--- config.mk ---
export PLATFORM = sky130hd
export DESIGN_NAME = alu
export DESIGN_NICKNAME = d
export VERILOG_FILES = /design/src/logic/cpu_isa_pkg.sv /design/src/logic/cpu_ctrl_pkg.sv /design/src/logic/alu.sv
export SDC_FILE = /design/constraint.sdc
export NUM_CORES = 1
export LEC_CHECK = 0
export ABC_AREA = 1
export BUFFER_PORTS_ARGS = -buffer_cell sky130_fd_sc_hd__buf_2
export CAP_MARGIN = 40
export CORE_MARGIN = 5
export CORE_UTILIZATION = 40
export DETAILED_ROUTE_END_ITERATION = 10
export PLACE_DENSITY = 0.58
export SLEW_MARGIN = 10
export SYNTH_ARGS = -nofsm -noshare
export SYNTH_HDL_FRONTEND = slang
export SYNTH_SLANG_ARGS = --single-unit
--- constraint.sdc ---
create_clock -name vclk -period 2.3
set_clock_uncertainty 0.05 [all_clocks]
set_input_delay 0.115 -clock vclk [all_inputs]
set_output_delay 0.115 -clock vclk [all_outputs]
set_load 0.02 [all_outputs]
--- src/logic/cpu_isa_pkg.sv ---
package cpu_isa_pkg;

	parameter int data_width = 32;
	parameter int pc_width = 10;

	// ------------------------------------------------------------
	// major opcodes, word bits 30:25.
	typedef enum logic [5:0] {
		op_lwi  = 6'h02,
		op_swi  = 6'h0a,
		op_alu  = 6'h20,
		op_movi = 6'h22,
		op_j    = 6'h24,
		op_beq  = 6'h26,
		op_addi = 6'h28,
		op_ori  = 6'h2c
	} opcode_e;

	// register-format sub-opcodes, word bits 4:0.
	typedef enum logic [4:0] {
		sub_add    = 5'h00,
		sub_sub    = 5'h01,
		sub_and    = 5'h02,
		sub_xor    = 5'h03,
		sub_or     = 5'h04,
		sub_slli   = 5'h08,
		sub_add_sv = 5'h10 // rb shifted left by sv.
	} alu_sub_e;

	// ------------------------------------------------------------
	// imm14, imm20 and imm24 are sliced from the low bits.
	typedef struct packed {
		logic        len16; // zero for the 32-bit forms.
		opcode_e     opcode;
		logic [4:0]  rt;
		logic [4:0]  ra;
		logic [14:0] imm15;
	} imm_form_t;

	typedef struct packed {
		logic       len16;
		opcode_e    opcode;
		logic [4:0] rt;
		logic [4:0] ra;
		logic [4:0] rb; // also imm5 for slli.
		logic [1:0] sv;
		logic [2:0] rsvd;
		alu_sub_e   sub;
	} reg_form_t;

	typedef union packed {
		imm_form_t imm_form;
		reg_form_t reg_form;
	} inst_u;

endpackage

--- src/logic/cpu_ctrl_pkg.sv ---
package cpu_ctrl_pkg;

	import cpu_isa_pkg::*;

	// ------------------------------------------------------------
	typedef enum logic [1:0] {
		pc_seq  = 2'b00,
		pc_br14 = 2'b01,
		pc_j24  = 2'b10
	} pc_sel_e;

	typedef enum logic [1:0] {
		imm_ze5  = 2'b00,
		imm_se15 = 2'b01,
		imm_ze15 = 2'b10,
		imm_se20 = 2'b11
	} imm_ext_e;

	typedef enum logic [2:0] {
		src2_rb      = 3'b000,
		src2_imm     = 3'b001,
		src2_off15_w = 3'b010,
		src2_rb_sv   = 3'b011,
		src2_rt      = 3'b100
	} src2_sel_e;

	typedef enum logic [1:0] {
		wb_alu  = 2'b00,
		wb_opnd = 2'b01,
		wb_mem  = 2'b10
	} wb_sel_e;

	typedef enum logic [2:0] {
		alu_add = 3'd0,
		alu_sub = 3'd1,
		alu_and = 3'd2,
		alu_or  = 3'd3,
		alu_xor = 3'd4,
		alu_sll = 3'd5
	} alu_op_e;

	// ------------------------------------------------------------
	typedef struct packed {
		pc_sel_e   pc_sel;
		imm_ext_e  imm_ext;
		src2_sel_e src2_sel;
		wb_sel_e   wb_sel;
		alu_op_e   alu_op;
		logic      reg_write;
		logic      mem_read;
		logic      mem_write;
		logic      is_branch;
	} ctrl_t;

	typedef struct packed {
		logic                  rd_write;
		logic [4:0]            rd;
		logic [data_width-1:0] value;
		logic [pc_width-1:0]   next_pc;
	} retire_t;

endpackage

--- src/logic/alu.sv ---
`timescale 1ns/1ps

module alu
	import cpu_ctrl_pkg::*;
#(
	parameter int data_width = 32
) (
	input  alu_op_e               op,
	input  logic [data_width-1:0] a,
	input  logic [data_width-1:0] b,
	output logic [data_width-1:0] result,
	output logic                  equal
);

	localparam int shamt_width = $clog2(data_width);

	always_comb begin
		case (op)
			alu_add: result = a + b;
			alu_sub: result = a - b;
			alu_and: result = a & b;
			alu_or:  result = a | b;
			alu_xor: result = a ^ b;
			alu_sll: result = a << b[shamt_width-1:0];
			default: result = '0;
		endcase
	end

	// branch compare, whatever op is.
	assign equal = (a == b);

endmodule

# Yosys cells after proc, flatten, opt, wreduce, memory -nomap -nowiden
# Cells that the tools add are included.
[classes] n_shift=1 reduce_logical=1 n_div=0 muxes=1 n_eq_ne=6 bitwise_logic=3 magnitude_cmp=0 addsub=2 n_mul=0
[op_table] cell="$pmux W32 S6" n=1
[op_table] cell="$add A32 B32 Y32" n=1
[op_table] cell="$and A32 B32 Y32" n=1
[op_table] cell="$eq A32 B32 Y1" n=1
[op_table] cell="$or A32 B32 Y32" n=1
[op_table] cell="$shl A32 B5 Y32" n=1
[op_table] cell="$sub A32 B32 Y32" n=1
[op_table] cell="$xor A32 B32 Y32" n=1
[op_table] cell="$eq A3 B2 Y1 const B" n=2
[op_table] cell="$eq A3 B3 Y1 const B" n=2
[op_table] cell="$eq A3 B1 Y1 const B" n=1
[op_table] cell="$logic_not A3 Y1" n=1
[totals] inputBits=67 ff_bits=0 ram_bits=0 rom_bits=0 word_cells=14 latch_bits=0 n_memories=0

# Depth between registers and ports, before layout
# Gate-level depths: netlist of the first run.
[logic_depth] word_depth=2 ltp_mapped=17 depth_no_buf=16

# Least setup slack after synthesis of the first run
# No wires, ideal clock.
[synth_timing] path_kind="input to output" start="input b[3]" end="output result[12]" t_arrival_ns=2.169 setup_slack_ns=-0.034 cell_stages=12 t_required_ns=2.135 cell_sequence="clkbuf_1 clkinv_1 clkbuf_1 ha_1 nand2_1 nand2_1 nor2_1 inv_1 nand2_1 nand3_1 xor2_1 o211ai_1"
[synth_between] elab_chain_cells=2 elab_cells_between_ends=4 classes_between="add/sub: 2; shift: 1; mux: 1"
[synth_rtl] element="from (decl)" line="alu.sv:10" rtl="input logic [data_width-1:0] b,"
[synth_rtl] element="$sub A32 B32 Y32 (tied with other cells)" line="alu.sv:20" rtl="alu_sub: result = a - b;"
[synth_rtl] element="$pmux W32 S6 *" line="alu.sv:18" rtl="case (op)"
[synth_rtl] element="to (decl)" line="alu.sv:11" rtl="output logic [data_width-1:0] result,"
# Mark *: on every way between the ends. The rest lies on a longest branch, timed or not.

# Worst setup path in the final report of the first run
[layout_timing] start="input a[9]" end="output result[10]"
[layout_between] elab_chain_cells=2 elab_cells_between_ends=4 classes_between="add/sub: 2; shift: 1; mux: 1"
[layout_rtl] element="from (decl)" line="alu.sv:9" rtl="input logic [data_width-1:0] a,"
[layout_rtl] element="$sub A32 B32 Y32 (tied with other cells)" line="alu.sv:20"
[layout_rtl] element="$pmux W32 S6 *" line="alu.sv:18"
# Marked as above.

==> results.json, run 1 <==
{
  "antenna_found_initial": 0,
  "synthesis.nets": 1816,
  "initial_utilization_pct": 41.0,
  "hold_viol": 0,
  "dp.cells": 2096,
  "clockBufferCount": 0,
  "cp.required_ps": 2130,
  "stdcell_count": 2098,
  "core_mm2": 0.0196,
  "drv_slew": 0,
  "min_path_type": "input port to primary output",
  "grt_max_degree": 64,
  "ys_warn_count": 0,
  "cp.arrival_ps": 2090,
  "vias": 11193,
  "grt.total_usage_pct": 31.9,
  "ant_nets": 0,
  "fmax_mhz": 444,
  "fin_nets": 2009,
  "io_buffers": 100,
  "drt_iter0_drc": 1148,
  "maxCapViolCount": 0,
  "synth_cell_types": 43,
  "hpwl_mm": 32.4,
  "crit_fanout": 8,
  "io_pins": 100,
  "pwr_density_cell_mw_per_mm2": 259,
  "synth_area_mm2": 0.00803,
  "num_antenna_cells": 0,
  "vias_per_cell": 5.34,
  "first_pass_iters": 5,
  "avgSynthCellArea_um2": 4.89,
  "dieHeight_um": 152,
  "critPathKind": "input port to primary output",
  "grt_pass1_wl_mm": 56.3,
  "fin_crit_sh_pct": 98.0,
  "ir_drop_mv": 0.118,
  "worstSetupStartpointType": "input port",
  "postCtsHoldBufs": 0,
  "n_sequential_cell": 0,
  "status": "finished clean",
  "leakagePower_nw": 5.90,
  "layout-drive-gt1-share_pct": 18.8,
  "gp_congestion": 1.02,
  "grt_pass1_vias": 10260,
  "hold_depth": 5,
  "overflow": 0,
  "layout_min_cycle_time_ps": 2250,
  "wl_per_cell_um": 18.2,
  "fp-row-count": 51,
  "die_area_mm2": 0.0230,
  "rsz0062_at_grt": "true",
  "seqCellArea_um2": 0,
  "worstMarginPinSlew_ps": 669,
  "setup_violations": 0,
  "final.setup.tns_ps": 0,
  "routed_wl_mm": 38.1,
  "cp-end-kind": "primary output",
  "ys_seq_area_share_pct": 0,
  "areaGrowthSynthToFinish_pct": 25.7,
  "route.detailed.drc": 0,
  "synth_cells": 1642,
  "relSlewSlack_pct": 55.0,
  "min_to": "result[0]",
  "min-delay-start": "op[1]",
  "fp.dieW_um": 152
}
## routing by layer
layer / wire, um / up-vias / GRT usage [%]
met2: 16300 / 507 / 48.9
met3: 4440 / 46 / 7.73
li1: - / 5587 / -
met4: 1020 / 0 / 8.13
met5: 0 / - / 0
met1: 16300 / 5053 / 44.8
## report_power, final
part	switching, mW	internal, mW
clock	0	0
combinational	1.68	0.939
sequential	0	0
total	1.68	0.939
## how the worst max path moves through the flow
stage	slack, ps	end	from	depth (start not counted)
2_1_floorplan	60	result[12]	b[3]	12
3_3_place_gp	-120	result[30]	b[4]	15
3_5_place_dp	-8	result[30]	b[4]	15
4_1_cts	1	result[30]	a[0]	17
5_1_grt	-20	result[23]	a[5]	16
6_report	50	result[10]	a[9]	12
## layout make-up
cell class | count | area [um2]
multi-input cells | 1280 | 6930
repair buffers | 252 | 1700
fillers | 2249 | 9500
well taps | 265 | 332
inverters | 301 | 1130
## cell usage after synthesis, drive strengths merged (12+ instances only)
cell,number,area (um2)
nand2,551,2070
inv,300,1130
nand3,236,1190
nor2,139,549
ha,105,1310
a21oi,80,404
o21ai,57,285
buf,45,239
o22ai,23,144
nand4,21,131
clkbuf,16,65.1
o211ai,14,105
nor3,12,70.1
## placed cells by master (no fill, tap or decap), types with 7 or more instances in the layout
master	instances
a21oi_1	75
buf_2	95
buf_4	153
ha_1	80
ha_2	12
ha_4	13
inv_1	290
inv_2	9
nand2_1	535
nand2_2	16
nand3_1	231
nand3b_1	7
nand4_1	21
nor2_1	116
nor2_2	19
nor3_1	10
o211ai_1	14
o21ai_0	39
o21ai_1	17
o21bai_1	7
o22ai_1	23
## logic make-up after synthesis
kind of cell | count (synthesis) | synth area share, %
XOR/XNOR | 2 | 0.218
buffers and inverters | 362 | 17.9
AND/OR/NAND/NOR | 978 | 51.5
AO/OA/AOI/OAI | 193 | 13.6
adder cells (fa/ha/maj) | 107 | 16.9
## stage by stage
| stage | hold slack [ps] | area (um2) | setup WS [ps] | utilization, % | power [mW] |
|---|---|---|---|---|---|
| final | 741 | 10100 | 46.3 | 51.5 | 2.61 |
| after global placement | 745 | 9720 | -121 | 49.6 | 2.41 |
| after global routing | 781 | 10100 | -24.4 | 51.5 | 2.84 |
| after detailed placement | 742 | 9720 | -8.42 | 49.6 | 2.42 |
| after CTS | 743 | 9730 | 1.24 | 49.7 | 2.43 |
| after floorplan | 498 | 8030 | 57.6 | - | 1.43 |
## critical path: stages
cell	delay (ps)
buf_2	110
inv_1	130
ha_2	360
nand2_1	150
inv_1	60
nand2_1	70
nand2_1	90
nand3b_1	300
or2_2	340
nand3_1	70
nand4_1	100
buf_4	180
## what timing repair did
item / in CTS / in global routing
gates cloned: 0 / 0
buffers inserted: 0 / 2
endpoints found under the setup margin: 3 / 23
pin swaps: 0 / 3
resized for setup: 2 / 86
Note: power is estimated with default switching activity, not from simulation.
==> inputs of run 2 (changes only) <==
--- a/config.mk
+++ b/config.mk
@@ -11,7 +11,6 @@
 export CORE_MARGIN = 5
 export CORE_UTILIZATION = 40
 export DETAILED_ROUTE_END_ITERATION = 10
-export PLACE_DENSITY = 0.58
 export SLEW_MARGIN = 10
 export SYNTH_ARGS = -nofsm -noshare
 export SYNTH_HDL_FRONTEND = slang
==> run 2 against run 1 <==
  * Worst setup slack better by 5.3 ps
  * Die area unchanged
  * Critical path depth fell by 1
  * Design area grew 1.0%
==> results.json, run 2 (synthesis gave the netlist of run 1 again) <==
{
  "setup_ws_ps": 51.6,
  "num_antenna_cells": 0,
  "cp-startpoint": "b[0]",
  "relSlewSlack_pct": 52.9,
  "final_cell_mix": "nand2_1, inv_1, nand3_1",
  "critPathKind": "input port to primary output",
  "layout-drive-gt1-share_pct": 19.9,
  "min_path_type": "input port to primary output",
  "maxCapViolCount": 0,
  "hold_viol": 0,
  "n_sequential_cell": 0,
  "dp.cells": 2103,
  "dp_worst_setup_slack_ps": -48.3,
  "crit_slowest_cell": "o21ai_0",
  "cp-end-kind": "primary output",
  "initial_utilization_pct": 41.0,
  "leakagePower_nw": 5.95,
  "final_common_cell": "nand2_1",
  "grt_max_degree": 57,
  "grt_pass1_vias": 10149,
  "stdcell_count": 2108,
  "status": "finished clean",
  "vias_per_cell": 5.39,
  "power_mw": 2.65,
  "core_mm2": 0.0196,
  "pwr_density_cell_mw_per_mm2": 260,
  "worstSetupStartpointType": "input port",
  "grt.total_usage_pct": 32.4,
  "cp.arrival_ps": 2080,
  "vias": 11371,
  "postCtsHoldBufs": 0,
  "multi_input_area_mm2": 0.00692,
  "overflow": 0,
  "cp.required_ps": 2130,
  "die_area_mm2": 0.0230,
  "wl_per_cell_um": 18.3,
  "ant_nets": 0,
  "placed_cell_area_mm2": 0.00979,
  "antenna_found_initial": 1,
  "cp_cell_sequence": "buf_4, clkbuf_16, o21ai_0, nand2_1, nand3_1, nand3_1, nand2_1, nor2_1, nor2_1, nand3_1, buf_2",
  "ir_drop_mv": 0.0941,
  "finish.utilization_pct": 52.1,
  "first_pass_iters": 5,
  "layout_min_cycle_time_ps": 2250,
  "fin_nets": 2019,
  "areaGrowthSynthToFinish_pct": 27.0,
  "setup_violations": 0,
  "critPathMostFrequentCell": "nand3_1",
  "seqCellArea_um2": 0,
  "gp_congestion": 1.00,
  "fp-row-count": 51,
  "route.detailed.drc": 0,
  "worstMarginPinSlew_ps": 699,
  "fill_cells": 2230,
  "drv_slew": 0,
  "fp.dieW_um": 152,
  "fin_crit_sh_pct": 97.8,
  "worst_hold_slack_ps": 747,
  "min-delay-start": "op[0]",
  "crit_fanout": 28,
  "fmax_mhz": 445,
  "drt_iter0_drc": 1167,
  "grt_pass1_wl_mm": 57.1,
  "finalInstanceArea_mm2": 0.0102,
  "routed_wl_mm": 38.6,
  "cp_slowest_stage_delay_ps": 470,
  "final.setup.tns_ps": 0,
  "io_pins": 100,
  "clockBufferCount": 0,
  "io_buffers": 100,
  "dieHeight_um": 152,
  "hpwl_mm": 32.2
}
[run 2: what timing repair did]
| action | 4_1_cts | 5_1_grt |
|---|---|---|
| pin swaps | 0 | 7 |
| endpoints found under the hold margin | 0 | 0 |
| gates cloned | 0 | 1 |
| setup buffers | 0 | 4 |
| setup endpoints to repair | 3 | 25 |
| gates resized for setup | 2 | 98 |
[run 2: critical path: cells and delay by family]
kind	cells	cell delay, ps
AOI/OAI and AO/OA	1	470
and+or+nand+nor	7	950
buffers and inverters	3	540
[run 2: area by class of cell]
cell class	instances	area share (%)
Tap cell	265	3.25
Inverter	301	11.2
Multi-Input combinational cell	1280	67.9
Timing Repair Buffer	262	17.7
[run 2: worst paths after layout]
path,cells after the start,end,slack (ps)
min,5,result[8],750
max,11,result[23],50
[run 2: metal layers]
layer / track usage, % / wire length, um
met2: 49.3 / 15800
met4: 7.46 / 1360
met3: 5.50 / 4420
met1: 47.5 / 17000
met5: 0 / 13
[run 2: power by group]
group	switching [mW]	total, mW	internal, mW
sequential	0	0	0
clock	0	0	0
combinational	1.70	2.65	0.956
