--- config.mk ---
export PLATFORM = sky130hd
export DESIGN_NAME = decoder
export DESIGN_NICKNAME = d
export VERILOG_FILES = /design/src/logic/cpu_isa_pkg.sv /design/src/logic/cpu_ctrl_pkg.sv /design/src/logic/decoder.sv
export SDC_FILE = /design/constraint.sdc
export NUM_CORES = 1
export LEC_CHECK = 0
export ABC_AREA = 1
export BUFFER_PORTS_ARGS = -buffer_cell sky130_fd_sc_hd__clkbuf_2
export CORE_AREA = 2 2 40 42
export DETAILED_ROUTE_END_ITERATION = 6
export DIE_AREA = 0 0 42 44
export PLACE_DENSITY = 0.86
export SYNTH_ARGS = -nofsm -noshare
export SYNTH_HDL_FRONTEND = slang
export SYNTH_SLANG_ARGS = --single-unit
export TNS_END_PERCENT = 100
--- constraint.sdc ---
create_clock -name vclk -period 1.35
set_input_delay 0.135 -clock vclk [all_inputs]
set_output_delay 0.135 -clock vclk [all_outputs]
set_load 0.1 [all_outputs]
--- src/logic/cpu_isa_pkg.sv ---
package cpu_isa_pkg;

	parameter int data_width = 32;
	parameter int pc_width = 10;

	// ------------------------------------------------------------
	// major opcodes, word bits 30:25.
	typedef enum logic [5:0] {
		op_lwi  = 6'h02,
		op_swi  = 6'h0a,
		op_alu  = 6'h20,
		op_movi = 6'h22,
		op_j    = 6'h24,
		op_beq  = 6'h26,
		op_addi = 6'h28,
		op_ori  = 6'h2c
	} opcode_e;

	// register-format sub-opcodes, word bits 4:0.
	typedef enum logic [4:0] {
		sub_add    = 5'h00,
		sub_sub    = 5'h01,
		sub_and    = 5'h02,
		sub_xor    = 5'h03,
		sub_or     = 5'h04,
		sub_slli   = 5'h08,
		sub_add_sv = 5'h10 // rb shifted left by sv.
	} alu_sub_e;

	// ------------------------------------------------------------
	// imm14, imm20 and imm24 are sliced from the low bits.
	typedef struct packed {
		logic        len16; // zero for the 32-bit forms.
		opcode_e     opcode;
		logic [4:0]  rt;
		logic [4:0]  ra;
		logic [14:0] imm15;
	} imm_form_t;

	typedef struct packed {
		logic       len16;
		opcode_e    opcode;
		logic [4:0] rt;
		logic [4:0] ra;
		logic [4:0] rb; // also imm5 for slli.
		logic [1:0] sv;
		logic [2:0] rsvd;
		alu_sub_e   sub;
	} reg_form_t;

	typedef union packed {
		imm_form_t imm_form;
		reg_form_t reg_form;
	} inst_u;

endpackage

--- src/logic/cpu_ctrl_pkg.sv ---
package cpu_ctrl_pkg;

	import cpu_isa_pkg::*;

	// ------------------------------------------------------------
	typedef enum logic [1:0] {
		pc_seq  = 2'b00,
		pc_br14 = 2'b01,
		pc_j24  = 2'b10
	} pc_sel_e;

	typedef enum logic [1:0] {
		imm_ze5  = 2'b00,
		imm_se15 = 2'b01,
		imm_ze15 = 2'b10,
		imm_se20 = 2'b11
	} imm_ext_e;

	typedef enum logic [2:0] {
		src2_rb      = 3'b000,
		src2_imm     = 3'b001,
		src2_off15_w = 3'b010,
		src2_rb_sv   = 3'b011,
		src2_rt      = 3'b100
	} src2_sel_e;

	typedef enum logic [1:0] {
		wb_alu  = 2'b00,
		wb_opnd = 2'b01,
		wb_mem  = 2'b10
	} wb_sel_e;

	typedef enum logic [2:0] {
		alu_add = 3'd0,
		alu_sub = 3'd1,
		alu_and = 3'd2,
		alu_or  = 3'd3,
		alu_xor = 3'd4,
		alu_sll = 3'd5
	} alu_op_e;

	// ------------------------------------------------------------
	typedef struct packed {
		pc_sel_e   pc_sel;
		imm_ext_e  imm_ext;
		src2_sel_e src2_sel;
		wb_sel_e   wb_sel;
		alu_op_e   alu_op;
		logic      reg_write;
		logic      mem_read;
		logic      mem_write;
		logic      is_branch;
	} ctrl_t;

	typedef struct packed {
		logic                  rd_write;
		logic [4:0]            rd;
		logic [data_width-1:0] value;
		logic [pc_width-1:0]   next_pc;
	} retire_t;

endpackage

--- src/logic/decoder.sv ---
`timescale 1ns/1ps

module decoder
	import cpu_isa_pkg::*;
	import cpu_ctrl_pkg::*;
(
	input  inst_u      inst,
	output ctrl_t      ctrl,
	output logic [4:0] rd,
	output logic [4:0] rs1,
	output logic [4:0] rs2
);

	localparam ctrl_t ctrl_nop = '{
		pc_sel:    pc_seq,
		imm_ext:   imm_se15,
		src2_sel:  src2_rb,
		wb_sel:    wb_alu,
		alu_op:    alu_add,
		reg_write: 1'b0,
		mem_read:  1'b0,
		mem_write: 1'b0,
		is_branch: 1'b0
	};

	always_comb begin
		ctrl = ctrl_nop;
		rd = inst.imm_form.rt;
		rs1 = inst.imm_form.ra;
		rs2 = inst.reg_form.rb;
		case (inst.imm_form.opcode)
			op_alu: begin
				ctrl.reg_write = 1'b1;
				case (inst.reg_form.sub)
					sub_add: ctrl.alu_op = alu_add;
					sub_sub: ctrl.alu_op = alu_sub;
					sub_and: ctrl.alu_op = alu_and;
					sub_or:  ctrl.alu_op = alu_or;
					sub_xor: ctrl.alu_op = alu_xor;
					sub_slli: begin
						ctrl.alu_op = alu_sll;
						ctrl.src2_sel = src2_imm;
						ctrl.imm_ext = imm_ze5; // shift amount in rb field.
					end
					sub_add_sv: ctrl.src2_sel = src2_rb_sv;
					default: ctrl.reg_write = 1'b0;
				endcase
			end
			op_addi: begin
				ctrl.src2_sel = src2_imm;
				ctrl.reg_write = 1'b1;
			end
			op_ori: begin
				ctrl.src2_sel = src2_imm;
				ctrl.imm_ext = imm_ze15;
				ctrl.alu_op = alu_or;
				ctrl.reg_write = 1'b1;
			end
			op_movi: begin
				ctrl.src2_sel = src2_imm;
				ctrl.imm_ext = imm_se20;
				ctrl.wb_sel = wb_opnd; // immediate straight to rt.
				ctrl.reg_write = 1'b1;
			end
			op_lwi: begin
				ctrl.src2_sel = src2_off15_w;
				ctrl.wb_sel = wb_mem;
				ctrl.reg_write = 1'b1;
				ctrl.mem_read = 1'b1;
			end
			op_swi: begin
				ctrl.src2_sel = src2_off15_w;
				ctrl.mem_write = 1'b1;
				rs2 = inst.imm_form.rt;
			end
			op_beq: begin
				ctrl.src2_sel = src2_rt; // ra compared with rt.
				ctrl.pc_sel = pc_br14;
				ctrl.is_branch = 1'b1;
				rs2 = inst.imm_form.rt;
			end
			op_j: ctrl.pc_sel = pc_j24;
			default: ctrl = ctrl_nop;
		endcase
	end

endmodule

* Yosys cells after proc, flatten, opt, wreduce, memory -nomap -nowiden *
Cells that the tools add are included.

operators by class
  mux-type cells = 14
  reduce and logical (&&, ||, !) cells = 6
  equal/unequal tests = 14

operators by type and width
  kind                number
  $eq 6x6->1 const B  6
  $pmux 3 s5          1
  $pmux 2 s2          3
  $pmux 3 s4          1
  $eq 5x2->1 const B  2
  $reduce_or 7->1     1
  $eq 6x2->1 const B  1
  $eq 6x4->1 const B  1
  $pmux 2 s3          1
  $pmux 3 s2          1
  $eq 5x1->1 const B  1
  $eq 5x3->1 const B  1
  $eq 5x4->1 const B  1
  $eq 5x5->1 const B  1
  $logic_not 5->1     1
  $mux 1              5
  $mux 5              1
  $reduce_or 2->1     2
  $reduce_or 4->1     1
  $reduce_or 3->1     1
  $pmux 1 s2          1

storage, ports and cells
  output and inout port bits = 31
  logic and storage cells = 34
  register bits = 0
  bits of input ports = 32

* Depth between registers and ports, before layout *
Gate-level depths: netlist (run 1).

  word-level depth = 4
  mapped depth = 7
  mapped depth without buffers = 7

* Least setup slack after synthesis (run 1) *
No wires, ideal clock.

  path kind = in2out
  start point = in inst[29] in the netlist's numbering
  end point = out ctrl[15] in the netlist's numbering
  slack = -1.959 ns
  required time = 1.215 ns
  stages = 3
  arrival = 3.174 ns
  path buffers = 0
  path through = inv_1 nand2_1 nor4_1

RTL lines
  what             RTL line      text
  start, declared  decoder.sv:7  input inst_u inst,
  end, declared    decoder.sv:8  output ctrl_t ctrl,

==> out/qor.tcl, run 1 <==
set qor(status) {finished clean}
set qor(yosysWarningCount) 0
set qor(critPathMaxFanout) 4
set qor(final.period_utilization_pct) 94.3
set qor(num-nets-final) 168
set qor(num_vias) 712
set qor(buffer_ports.inserted) 47
set qor(die_w_um) 42
set qor(critPathLaunchType) {primary input}
set qor(synthesized_net_count) 128
set qor(cellLeakagePower_uw) 0.000591
set qor(coreArea_um2) 1420
set qor(final_layout_size_suffix_gt1_share_pct) 60.4
set qor(clkbuf_count) 0
set qor(setup_viol) 0
set qor(globalRouteMet3Util_pct) 2.92
set qor(crit_arrival_ns) 1.14
set qor(critical_path_required_ns) 1.22
set qor(power-per-cell-area_nw_per_um2) 356
set qor(timing.hold.worst_path_depth) 0
set qor(slew_viol_final) 0
set qor(setup_repair_after_global_routing_missed_its_margin) {false}
set qor(die_area_um2) 1850
set qor(drtAntennaViolNets) 0
set qor(avgRoutedWirePerCell_um) 10.6
set qor(syn_area_um2) 475
set qor(antenna_cells_inserted) 0
set qor(sequential_cell_count) 0
set qor(slew_headroom_pct) 64.3
set qor(busiest_layer) {met2}
set qor(min_to) {rs1[0]}
set qor(max_cap_viol_count) 0
set qor(layout_setup_ws_ns) 0.0769
set qor(effective_utilization_at_floorplan_pct) 33.5
set qor(hold_path.class) {primary input to output pin}
set qor(drt-pass1-iter-count) 4
set qor(std_cell_rows) 14
set qor(global_route_wire_length_before_repair_um) 2570
set qor(floorplan.die.height_um) 44
set qor(area_growth_syn_to_layout_pct) 131
set qor(gr-usage-met1_pct) 15.1
set qor(hold_path_startpoint) {inst[15]}
set qor(regArea_um2) 0
set qor(grt_util_all_layers_pct) 17.1
set qor(fmaxAchievable_ghz) 0.786
set qor(ir_drop_uv) 159
set qor(grt_util_met2_pct) 38.4
set qor(antenna_found_initial) 0
set qor(first_global_vias) 671
set qor(final_cells) 150
set qor(final_std_cell_area_no_fill_um2) 1100
set qor(synth-seq-area-share_pct) 0
set qor(placedInstanceArea_um2) 1080
set qor(pre_cts_slack_ns) 0.0533
set qor(gpl.final_weighted_congestion) 0.799
set qor(drt_first_iter_violations) 6
set qor(criticalPathCategory) {primary input to output pin}
set qor(post_place_cells) 150
set qor(fillerInstances) 98
set qor(tightest_slew_ns) 0.538
set qor(synthCells) 96
set qor(post-dp-hpwl_um) 1470
set qor(synth_cell_types) 15
set qor(grt-ovfl-total) 0
set qor(critPathCaptureType) {output pin}
set qor(drt-vias-per-instance) 4.75
set qor(finalHoldViolations) 0
set qor(grt_max_degree) 9
set qor(cts_setup_buffers) 0
set qor(finalHoldWorstSlack_ns) 0.270
set qor(postSynthAreaPerCell_um2) 4.95
set qor(drt_wl_total_um) 1590
set qor(drt_drc_violations_left) 0
set qor(min_period_ns) 1.27
set qor(ios) 63
==> kinds of logic (layout without fill, tap and decap cells) <==
| group | after synthesis | in the layout | share of synthesized area, % |
|---|---|---|---|
| buf+inv | 26 | 64 | 30.0 |
| simple gates | 65 | 65 | 64.2 |
| compound gates | 5 | 5 | 5.79 |
==> Yosys cell counts <==
cell type	count	area share, %
a21oi_1	2	2.1
nand3_4	1	3.7
nand2_1	30	24
inv_2	2	1.6
inv_1	12	9.5
nor2_4	1	2.4
o21a_1	1	1.6
o21ai_0	2	2.1
nand2_4	1	2.4
nand3_1	14	15
nor2_1	12	9.5
buf_4	12	19
nor2_2	4	5.3
nor4_1	1	1.3
nand2_2	1	1.3
==> metal layers <==
layer  vias to the layer above  part of all wire, %
li1                        368                    -
met1                       301                   32
met2                        41                   56
met3                         2                   10
met4                         0                  1.2
met5                         -                    0
==> placed cells by master, fill, tap and decap left out <==
cell type	instances
nand3_2	2
inv_1	9
clkbuf_2	26
nand3_4	1
nand3_1	12
o21a_2	1
nor2_2	3
buf_4	3
inv_2	2
nand2_1	20
nand2_4	5
nor4_4	1
a21oi_4	1
nand2_2	7
nor2_1	10
clkinvlp_4	1
a21oi_2	1
inv_6	1
o21ai_0	2
nor2_4	4
buf_12	21
inv_4	1
==> worst max-delay path by stage <==
| stage | from | cells past startpoint | to | slack, ns |
|---|---|---|---|---|
| floorplan | inst[26] | 6 | ctrl[3] | -0.10 |
| global placement | inst[28] | 7 | ctrl[4] | 0.10 |
| detailed placement | inst[27] | 9 | rs2[0] | 0.05 |
| CTS | inst[28] | 7 | ctrl[4] | 0.05 |
| global route | inst[25] | 9 | ctrl[10] | 0.004 |
| finish | inst[0] | 7 | ctrl[4] | 0.08 |
==> critical path: stages <==
cell      delay [ns]
clkbuf_2        0.10
nor2_1          0.17
nand3_1         0.22
nand2_1         0.16
nand2_1         0.08
nand3_2         0.09
buf_12          0.18
==> timing repair <==
item	4_1_cts	5_1_grt
hold buffers	0	0
endpoints found under the setup margin	0	5
resized for setup	0	3
==> final cells by class <==
cell class / count / area [um^2] / area share [%]
Timing Repair Buffer: 50 / 573 / 52.3
Multi-Input combinational cell: 70 / 439 / 40.1
Inverter: 14 / 63.8 / 5.82
Tap cell: 16 / 20.0 / 1.83
==> report_power, final <==
part	internal (uW)	leakage, uW	total (uW)	switching [uW]
Clock	0	0	0	0
Sequential	0	0	0	0
Combinational	119	0.000591	390	272
==> metrics by stage <==
step | util (%) | total power, uW | setup TNS (ns)
after global placement | 76.4 | 382 | 0
after floorplan | - | 332 | -0.282
after CTS | 76.4 | 390 | 0
after detailed placement | 76.4 | 389 | 0
after global routing | 77.2 | 405 | 0
final | 77.2 | 390 | 0
Note: power is estimated with default switching activity, not from simulation.
==> inputs of run 2 (changes only) <==
--- a/config.mk
+++ b/config.mk
@@ -6,11 +6,11 @@
 export NUM_CORES = 1
 export LEC_CHECK = 0
 export ABC_AREA = 1
-export BUFFER_PORTS_ARGS = -buffer_cell sky130_fd_sc_hd__clkbuf_2
-export CORE_AREA = 2 2 40 42
+export CORE_AREA = 2 2 39 41
 export DETAILED_ROUTE_END_ITERATION = 6
-export DIE_AREA = 0 0 42 44
-export PLACE_DENSITY = 0.86
+export DIE_AREA = 0 0 41 43
+export DONT_BUFFER_PORTS = 1
+export PLACE_DENSITY = 0.5
 export SYNTH_ARGS = -nofsm -noshare
 export SYNTH_HDL_FRONTEND = slang
 export SYNTH_SLANG_ARGS = --single-unit
==> run 2 against run 1 <==
Net effect:
- first-iteration DRC count decreased by 17%
- routed wire length decreased by 24%
- critical path depth decreased by 1
- worst hold slack about the same
- count of clock-buffer cells in the layout unchanged
- global-route usage decreased by 2.2 points
- die area decreased by 4.6%
- non-clock buffer count decreased by 33
- cell area decreased by 24%
- total power decreased by 33%
- setup slack improved by 0.084 ns
- sequential cell count unchanged
- critical path type unchanged
==> out/qor.tcl, run 2 (synthesis gave the netlist of run 1 again) <==
set qor(status) {finished clean}
set qor(finalHoldViolations) 0 ;# unchanged
set qor(critical-path-max-stage-delay_ns) 0.23 ;# about the same
set qor(critPathMaxFanout) 4 ;# unchanged
set qor(critical_path.slowest_cell) {nand3_1}
set qor(gpl.final_weighted_congestion) 0.729 ;# -8.7%
set qor(avgRoutedWirePerCell_um) 10.2 ;# -3.2%
set qor(holdBufCountCts) 0 ;# unchanged
set qor(drt-vias-per-instance) 5.09 ;# +7.1%
set qor(num-nets-final) 135 ;# -20%
set qor(effective_utilization_at_floorplan_pct) 34.4 ;# +0.85 points
set qor(grt_max_degree) 9 ;# unchanged
set qor(max_cap_viol_count) 0 ;# unchanged
set qor(critPathCaptureType) {output pin}
set qor(final_common_cell) {nand2_1}
set qor(netSwitchingPower_uw) 179 ;# -34%
set qor(grt_util_all_layers_pct) 14.9 ;# -2.2 points
set qor(antenna_found_initial) 0 ;# unchanged
set qor(seq_power_share_pct) 0 ;# unchanged
set qor(critical_path_required_ns) 1.22 ;# about the same
set qor(grt-ovfl-total) 0 ;# unchanged
set qor(internal_power_uw) 80.3 ;# -32%
set qor(sequential_cell_count) 0 ;# unchanged
set qor(crit_arrival_ns) 1.05 ;# -0.09 ns
set qor(combinational_share_of_power_pct) 100.0 ;# about the same
set qor(global_route_wire_length_before_repair_um) 1990 ;# -22%
set qor(final.period_utilization_pct) 88.1 ;# -6.2 points
set qor(tightest_slew_ns) 0.298 ;# -0.240 ns
set qor(critPathLaunchType) {primary input}
set qor(ios) 63 ;# unchanged
set qor(min_period_ns) 1.19 ;# -0.0842 ns
set qor(fillerInstances) 134 ;# +37%
set qor(setup_viol) 0 ;# unchanged
set qor(post-dp-hpwl_um) 1110 ;# -25%
set qor(setup_tns_ns) 0 ;# unchanged
set qor(critPathTopFamily) {simple AND/OR/NAND/NOR gates}
set qor(cts.repair.resized) 0 ;# unchanged
set qor(first_global_vias) 503 ;# -25%
set qor(hold_path_startpoint) {inst[20]}
set qor(total_power_uw) 260 ;# -33%
set qor(slew_viol_final) 0 ;# unchanged
set qor(cts_setup_buffers) 0 ;# unchanged
set qor(buffer_ports.inserted) 0 ;# -100%
set qor(die_area_um2) 1760 ;# -4.6%
set qor(timing.hold.worst_path_depth) 0 ;# unchanged
set qor(cp_common_cell) {nand2_1}
set qor(power-per-cell-area_nw_per_um2) 310 ;# -13%
set qor(floorplan.die.height_um) 43 ;# -2.3%
set qor(drtAntennaViolNets) 0 ;# unchanged
set qor(ir_drop_uv) 123 ;# -22%
set qor(min_to) {rd[0]}
set qor(die_w_um) 41 ;# -2.4%
set qor(final_core_utilization_pct) 60.6 ;# -17 points
set qor(coreArea_um2) 1380 ;# -2.5%
set qor(switching_share_pct) 69.1 ;# -0.51 points
set qor(slew_headroom_pct) 80.1 ;# +16 points
set qor(drt-pass1-iter-count) 4 ;# unchanged
set qor(share_clk_of_total_power_pct) 0 ;# unchanged
set qor(sum_of_buffers_and_inverters_on_the_critical_path) 1 ;# -1
set qor(drt_wl_total_um) 1200 ;# -24%
set qor(final_layout_size_suffix_gt1_share_pct) 46.5 ;# -14 points
set qor(area_growth_syn_to_layout_pct) 76.3
set qor(criticalPathCategory) {primary input to output pin}
set qor(clkbuf_count) 0 ;# unchanged
set qor(num_vias) 595 ;# -16%
set qor(hold_path.class) {primary input to output pin}
set qor(cp_cell_sequence) {nor2_1 -> nand3_1 -> nand2_1 -> nand2_1 -> nand3_2 -> buf_12}
set qor(most_frequent_cells_in_the_layout) {nand2_1 (21), buf_12 (16), nand3_1 (12), nor2_1 (10), inv_1 (9)}
set qor(cellLeakagePower_uw) 0.000420 ;# -29%
set qor(fmaxAchievable_ghz) 0.841 ;# +7.1%
set qor(antenna_cells_inserted) 0 ;# unchanged
set qor(drt_first_iter_violations) 5 ;# -1
set qor(setup_repair_after_global_routing_missed_its_margin) {false}
set qor(drt_drc_violations_left) 0 ;# unchanged
set qor(regArea_um2) 0 ;# unchanged
set qor(std_cell_rows) 14 ;# unchanged
[run 2: worst max-delay path by stage]
stage | startpoint | endpoint | slack, ns | cells after the start
floorplan | inst[26] | ctrl[3] | -0.10 | 6
finish | inst[0] | ctrl[4] | 0.16 | 6
detailed placement | inst[25] | ctrl[10] | 0.16 | 7
global route | inst[0] | ctrl[4] | 0.04 | 6
CTS | inst[0] | ctrl[4] | 0.16 | 6
global placement | inst[0] | ctrl[4] | 0.16 | 6
[run 2: layer usage]
metal	track usage, %	vias to the layer above	wire, um
met4	0.667	0	0
met1	19.6	264	423
met2	25.6	34	617
met3	2.09	0	156
li1	-	297	-
met5	0	-	0
[run 2: final cells by class]
| type | instances | area, um^2 | area share [%] |
|---|---|---|---|
| inverters | 14 | 63.8 | 7.61 |
| multi-input cells | 70 | 427 | 50.9 |
| repair buffers | 17 | 328 | 39.1 |
| well taps | 16 | 20.0 | 2.39 |
[run 2: per-stage QoR]
step / cell area [um^2] / hold WS [ns] / setup WS, ns / std cells
2_1_floorplan: 606 / 0.385 / -0.104 / 96
3_3_place_gp: 838 / 0.271 / 0.159 / 117
3_5_place_dp: 838 / 0.271 / 0.164 / 117
4_1_cts: 838 / 0.271 / 0.155 / 117
5_1_grt: 838 / 0.270 / 0.0403 / 117
6_report: 838 / 0.270 / 0.161 / 117
[run 2: power groups by stage]
stage / Combinational [uW] / Clock (uW) / Sequential [uW]
6_report: 260 / 0 / 0
5_1_grt: 273 / 0 / 0
4_1_cts: 261 / 0 / 0
3_5_place_dp: 261 / 0 / 0
3_3_place_gp: 259 / 0 / 0
2_1_floorplan: 332 / 0 / 0
